--- src/CacheTypes.sv ---
package CacheTypes;

    // Byte address width of the core.
    localparam int ADDR_WIDTH = 32;

    localparam int DCACHE_LINE_SIZE = 16;                   // Bytes per line.
    localparam int DCACHE_LINE_WIDTH = DCACHE_LINE_SIZE * 8;
    localparam int DCACHE_SETS = 64;                        // Direct mapped.

    localparam int DCACHE_OFFSET_WIDTH = $clog2(DCACHE_LINE_SIZE);
    localparam int DCACHE_INDEX_WIDTH = $clog2(DCACHE_SETS);
    localparam int DCACHE_TAG_WIDTH =
        ADDR_WIDTH - DCACHE_INDEX_WIDTH - DCACHE_OFFSET_WIDTH;
    localparam int DCACHE_LINE_ADDR_WIDTH = DCACHE_TAG_WIDTH + DCACHE_INDEX_WIDTH;

    localparam int STORE_BUFFER_DEPTH = 4;                  // Pending stores.
    localparam int STORE_BUFFER_INDEX_WIDTH = $clog2(STORE_BUFFER_DEPTH);

    typedef logic [ADDR_WIDTH-1:0] addr_t;
    typedef logic [DCACHE_OFFSET_WIDTH-1:0] offset_t;
    typedef logic [DCACHE_INDEX_WIDTH-1:0] index_t;
    typedef logic [DCACHE_TAG_WIDTH-1:0] tag_t;

    // Tag in the upper bits, index in the lower bits.
    typedef logic [DCACHE_LINE_ADDR_WIDTH-1:0] lineAddr_t;

    // Byte 0 of the line sits in bits 7:0.
    typedef logic [DCACHE_LINE_WIDTH-1:0] lineData_t;
    typedef logic [DCACHE_LINE_SIZE-1:0] byteMask_t;

    typedef logic [STORE_BUFFER_INDEX_WIDTH-1:0] sbIndex_t;
    typedef logic [STORE_BUFFER_INDEX_WIDTH:0] sbCount_t;  // One extra bit for full.

endpackage

--- src/OpTypes.sv ---
package OpTypes;

    localparam int DATA_WIDTH = 64;
    localparam int DATA_BYTES = DATA_WIDTH / 8;    // Bytes in a data word.

    typedef logic [DATA_WIDTH-1:0] uint64_t;

    // Load and store access types.
    // Stores only use the four signed encodings.
    typedef enum logic [2:0] {
        LoadStoreType_Byte             = 3'd0,
        LoadStoreType_HalfWord         = 3'd1,
        LoadStoreType_Word             = 3'd2,
        LoadStoreType_DoubleWord       = 3'd3,
        LoadStoreType_UnsignedByte     = 3'd4,
        LoadStoreType_UnsignedHalfWord = 3'd5,
        LoadStoreType_UnsignedWord     = 3'd6,
        LoadStoreType_FpWord           = 3'd7   // NaN-boxed single float.
    } LoadStoreType;

endpackage

--- src/LoadValueUnit.sv ---
`timescale 1ns/10ps

module LoadValueUnit (
    input  logic                  clk,
    input  logic                  arstN,
    input  logic                  loadValid,
    input  CacheTypes::addr_t     loadAddr,
    input  OpTypes::LoadStoreType loadType,
    input  CacheTypes::lineData_t readLine,
    input  logic                  readHit,
    input  CacheTypes::lineData_t fwdLine,
    input  CacheTypes::byteMask_t fwdMask,
    output logic                  resultValid,
    output OpTypes::uint64_t      result,
    output logic                  resultHit
);
    import CacheTypes::*;
    import OpTypes::*;

    logic validReg;
    offset_t offsetReg;
    LoadStoreType typeReg;

    lineData_t mergedLine;
    uint64_t shiftedValue;

    // Pending store bytes take priority over the array.
    function automatic lineData_t MergeForward(lineData_t line, lineData_t fwd,
                                               byteMask_t mask);
        lineData_t merged;
        merged = line;
        for (int b = 0; b < DCACHE_LINE_SIZE; b++) begin
            if (mask[b]) begin
                merged[b*8 +: 8] = fwd[b*8 +: 8];
            end
        end
        return merged;
    endfunction

    function automatic uint64_t ShiftDown(lineData_t line, offset_t offset);
        uint64_t value;
        int pos;
        value = '0;     // Bytes past the line end stay zero.
        for (int i = 0; i < DATA_BYTES; i++) begin
            pos = int'(offset) + i;
            if (pos < DCACHE_LINE_SIZE) begin
                value[i*8 +: 8] = line[pos*8 +: 8];
            end
        end
        return value;
    endfunction

    function automatic uint64_t Extend(uint64_t value, LoadStoreType opType);
        case (opType)
            LoadStoreType_Byte:             return {{56{value[7]}}, value[7:0]};
            LoadStoreType_HalfWord:         return {{48{value[15]}}, value[15:0]};
            LoadStoreType_Word:             return {{32{value[31]}}, value[31:0]};
            LoadStoreType_DoubleWord:       return value;
            LoadStoreType_UnsignedByte:     return {56'h0, value[7:0]};
            LoadStoreType_UnsignedHalfWord: return {48'h0, value[15:0]};
            LoadStoreType_UnsignedWord:     return {32'h0, value[31:0]};
            LoadStoreType_FpWord:           return {32'hffff_ffff, value[31:0]};
            default:                        return '0;
        endcase
    endfunction

    always_ff @(posedge clk or negedge arstN) begin
        if (!arstN) begin
            validReg <= 1'b0;
        end else begin
            validReg <= loadValid;
        end
    end

    // Aligned with the array and forward registers.
    always_ff @(posedge clk) begin
        if (loadValid) begin
            offsetReg <= loadAddr[DCACHE_OFFSET_WIDTH-1:0];
            typeReg <= loadType;
        end
    end

    assign mergedLine = MergeForward(readLine, fwdLine, fwdMask);
    assign shiftedValue = ShiftDown(mergedLine, offsetReg);

    assign resultValid = validReg;
    assign result = Extend(shiftedValue, typeReg);
    assign resultHit = readHit;     // Forwarding does not make a hit.

endmodule

--- config.mk ---
export PLATFORM = sky130hd
export DESIGN_NAME = LoadValueUnit
export DESIGN_NICKNAME = d
export VERILOG_FILES = /design/src/CacheTypes.sv /design/src/OpTypes.sv /design/src/LoadValueUnit.sv
export SDC_FILE = /design/constraint.sdc
export NUM_CORES = 1
export LEC_CHECK = 0
export ABC_AREA = 0
export BUFFER_PORTS_ARGS = -buffer_cell sky130_fd_sc_hd__buf_2
export CAP_MARGIN = 20
export CORE_AREA = 3 3 144 146
export DETAILED_ROUTE_END_ITERATION = 10
export DIE_AREA = 0 0 147 149
export PLACE_DENSITY = 0.72
export RECOVER_POWER = 100
export SYNTH_ARGS = -nofsm -noshare
export SYNTH_HDL_FRONTEND = slang
export SYNTH_SLANG_ARGS = --single-unit
--- constraint.sdc ---
create_clock -name clk -period 3.2 [get_ports clk]
set_clock_uncertainty 0.15 [all_clocks]
set_input_delay 0.16 -clock clk [delete_from_list [all_inputs] [get_ports clk]]
set_output_delay 0.16 -clock clk [all_outputs]
set_load 0.005 [all_outputs]
==> results.py <==
metrics = {
    "yosys": {
        "synth_cell_types": 58,
        "synth_flop_cell": "edfxtp_1",
        "synth_edf_count": 7,
        "synthesis.area_sq_um": 6270,
        "synth_most_common_cell": "nand2_1",
        "synth_common_cells": "nand2_1, mux2i_1, a22oi_1",
        "ys_ff_latch": 8,
        "synth_area_leaders": "mux2i_1, mux4_2, mux2_2",
        "synth_cells": 785,
        "yosysTopAreaCell": "mux2i_1",
        "syn_avg_cell_area_sq_um": 7.99,
        "yosysSeqAreaShare": 0.0375,
        "yosysWarnings": 0,
        "async_reset_ff_frac": 0.125,
        "synth.net_count": 1096,
        "synth_top_area_share": 0.140,
    },
    "pwr": {
        "leakagePower_uw": 0.00382,
        "ir_drop_v": 0.000444,
        "power_density_nw_per_um2": 258,
    },
    "floorplan": {
        "rows": 51,
        "die_area_sq_um": 21900,
        "core_sq_um": 19500,
        "ios": 377,
        "start_util": 0.321,
        "die_height_microns": 149,
        "die_w_microns": 147,
    },
    "global_route": {
        "grt_pass1_wl_microns": 48900,
        "grt_max_degree": 52,
        "grt.overflow.total": 0,
        "grt_usage": 0.288,
        "antenna_found_initial": 1,
        "grt_pass1_vias": 8136,
    },
    "cts": {
        "clock_sinks": 8,
        "cts_made_buffers": 3,
        "htree_num_levels": 1,
        "root_buffer": "clkbuf_16",
        "cts_tree": "built",
        "cts_buffer_depth": 2,
        "clk_pin_slew_ns": 0.04,
    },
    "place": {
        "routabilityCongestion": 1.02,
        "placed_cells": 1352,
        "io_buffer_count": 346,
        "dp_hpwl_microns": 27900,
        "post-place-ws_ns": 0.277,
    },
    "detailed_routing": {
        "drt_iter0_drc": 931,
        "wl_per_cell_microns": 24.8,
        "drc": 0,
        "dr.pass1.iters": 6,
        "drt_wl_total_microns": 33800,
        "vias_per_cell": 6.05,
        "ant_nets": 0,
        "vias": 8256,
    },
    "sta": {
        "fin_ws_ns": 0.107,
        "fmax_mhz": 323,
        "setup_tns_ns": 0,
        "fin_crit_sh": 0.967,
        "post-route-min-period_ns": 3.09,
        "timing.hold.ws_ns": 0.0693,
        "slew_violations": 0,
        "setup_violations": 0,
        "worst_pin_slew_ns": 0.665,
        "report.final.hold_viol_count": 0,
        "slew_headroom": 0.557,
        "rsz0062_at_grt": "false",
    },
    "finish": {
        "nets": 1412,
        "drive_above_1_share": 0.438,
        "syn2layout_area_growth_pct": 33.2,
        "fin_cells": 1365,
        "antennaDiodeCount": 0,
    },
    "worst_setup_path": {
        "crit_fanout": 32,
        "path_class": "reg2out",
        "crit_path_end_kind": "output pin",
        "cpMostUsedCell": "buf_12",
        "cpLargestDelayFamily": "simple AND/OR/NAND/NOR gates",
        "slowest_stage": "edfxtp_1",
        "worstPathBufferInverterCount": 3,
        "required_ns": 2.89,
        "max_stage_delay_ns": 0.46,
        "startpoint_type": "register",
        "arrival_ns": 2.78,
        "path_cells": "buf_12 -> or2_1 -> a2bb2oi_1 -> and4_1 -> nor4_2 -> o2111a_4 -> buf_12 -> o211ai_2 -> buf_2",
    },
    "flow_run": {
        "drv_cap": 0,
    },
    "run_status": {
        "status": "completed",
    },
    "hold_path": {
        "hp-class": "in2async",
    },
}
sequential cells by signal, indices dropped and copies added (netlist names):
signal / cells
offsetReg: 4
typeReg: 3
resultValid: 1
stage by stage:
stage	area, sq um	util	power [uW]
final	8360	0.428	2160
after global routing	8360	0.428	2300
after CTS	8430	0.432	2160
after detailed placement	8260	0.423	1930
after global placement	8260	0.423	1920
after floorplan	6270	-	1210
per-layer routing:
| layer | track usage | vias up | routed length (microns) |
|---|---|---|---|
| met2 | 0.509 | 498 | 16800 |
| li1 | - | 3760 | - |
| met5 | 0 | - | 0 |
| met3 | 0.0277 | 58 | 2550 |
| met1 | 0.373 | 3940 | 13500 |
| met4 | 0.0867 | 0 | 1070 |
kinds of logic (layout without fill, tap and decap cells):
logic type      after synthesis  after routing  synth area share
buf+inv                      91            406            0.0826
compound gates              275            275             0.332
flops                         8              8            0.0375
simple gates                227            227             0.169
mux                         184            184             0.380
power breakdown:
| group | internal, uW | total (uW) | switching, uW | leakage, uW |
|---|---|---|---|---|
| registers | 124 | 141 | 16.9 | 0.0000802 |
| logic | 783 | 1800 | 1020 | 0.00370 |
| clock network | 166 | 221 | 54.1 | 0.0000382 |
| total | 1070 | 2160 | 1090 | 0.00382 |
worst max-delay path by stage:
stage	startpoint	to	slack, ns	cells after the start
CTS	offsetReg[0]	result[23]	0.04	8
floorplan	offsetReg[0]	result[16]	0.70	10
detailed placement	offsetReg[1]	result[23]	0.28	8
global route	offsetReg[0]	result[8]	0.003	9
global placement	offsetReg[0]	result[23]	0.33	8
finish	offsetReg[0]	result[56]	0.11	9
area by class of cell:
| class | count | area [sq um] |
|---|---|---|
| fill | 2095 | 11200 |
| multi-input combinational | 686 | 5500 |
| timing repair buffer | 398 | 2190 |
| tap | 265 | 332 |
| sequential | 8 | 235 |
| clock buffer | 4 | 78.8 |
| inverter | 4 | 22.5 |
layout by cell type (no fill, tap or decap), types with 4 or more instances in the layout:
cell type	instances
buf_2	308
nand2_1	102
mux2i_1	88
a22oi_1	62
mux2_2	52
nor2_1	49
o22ai_1	39
clkbuf_1	37
mux4_2	35
buf_4	34
o21ai_0	29
a21oi_1	22
a22o_1	21
nand3_1	20
o211ai_1	17
a211oi_1	16
o22a_1	15
a221oi_1	13
o211ai_2	11
nand2_2	9
dlygate4sd3_1	9
nand2b_1	8
mux2_4	7
and2_1	7
a2bb2oi_1	7
edfxtp_1	7
buf_12	7
nor3_1	6
a211o_1	4
o221ai_1	4
a221o_1	4
repair_timing:
action                                  in CTS  in global routing
setup buffers                                0                  0
hold endpoints to repair                     9                  0
endpoints found under the setup margin       0                 19
hold buffers                                 9                  0
gates resized for setup                      0                  4
No activity file was read; power rests on OpenSTA's default activity.
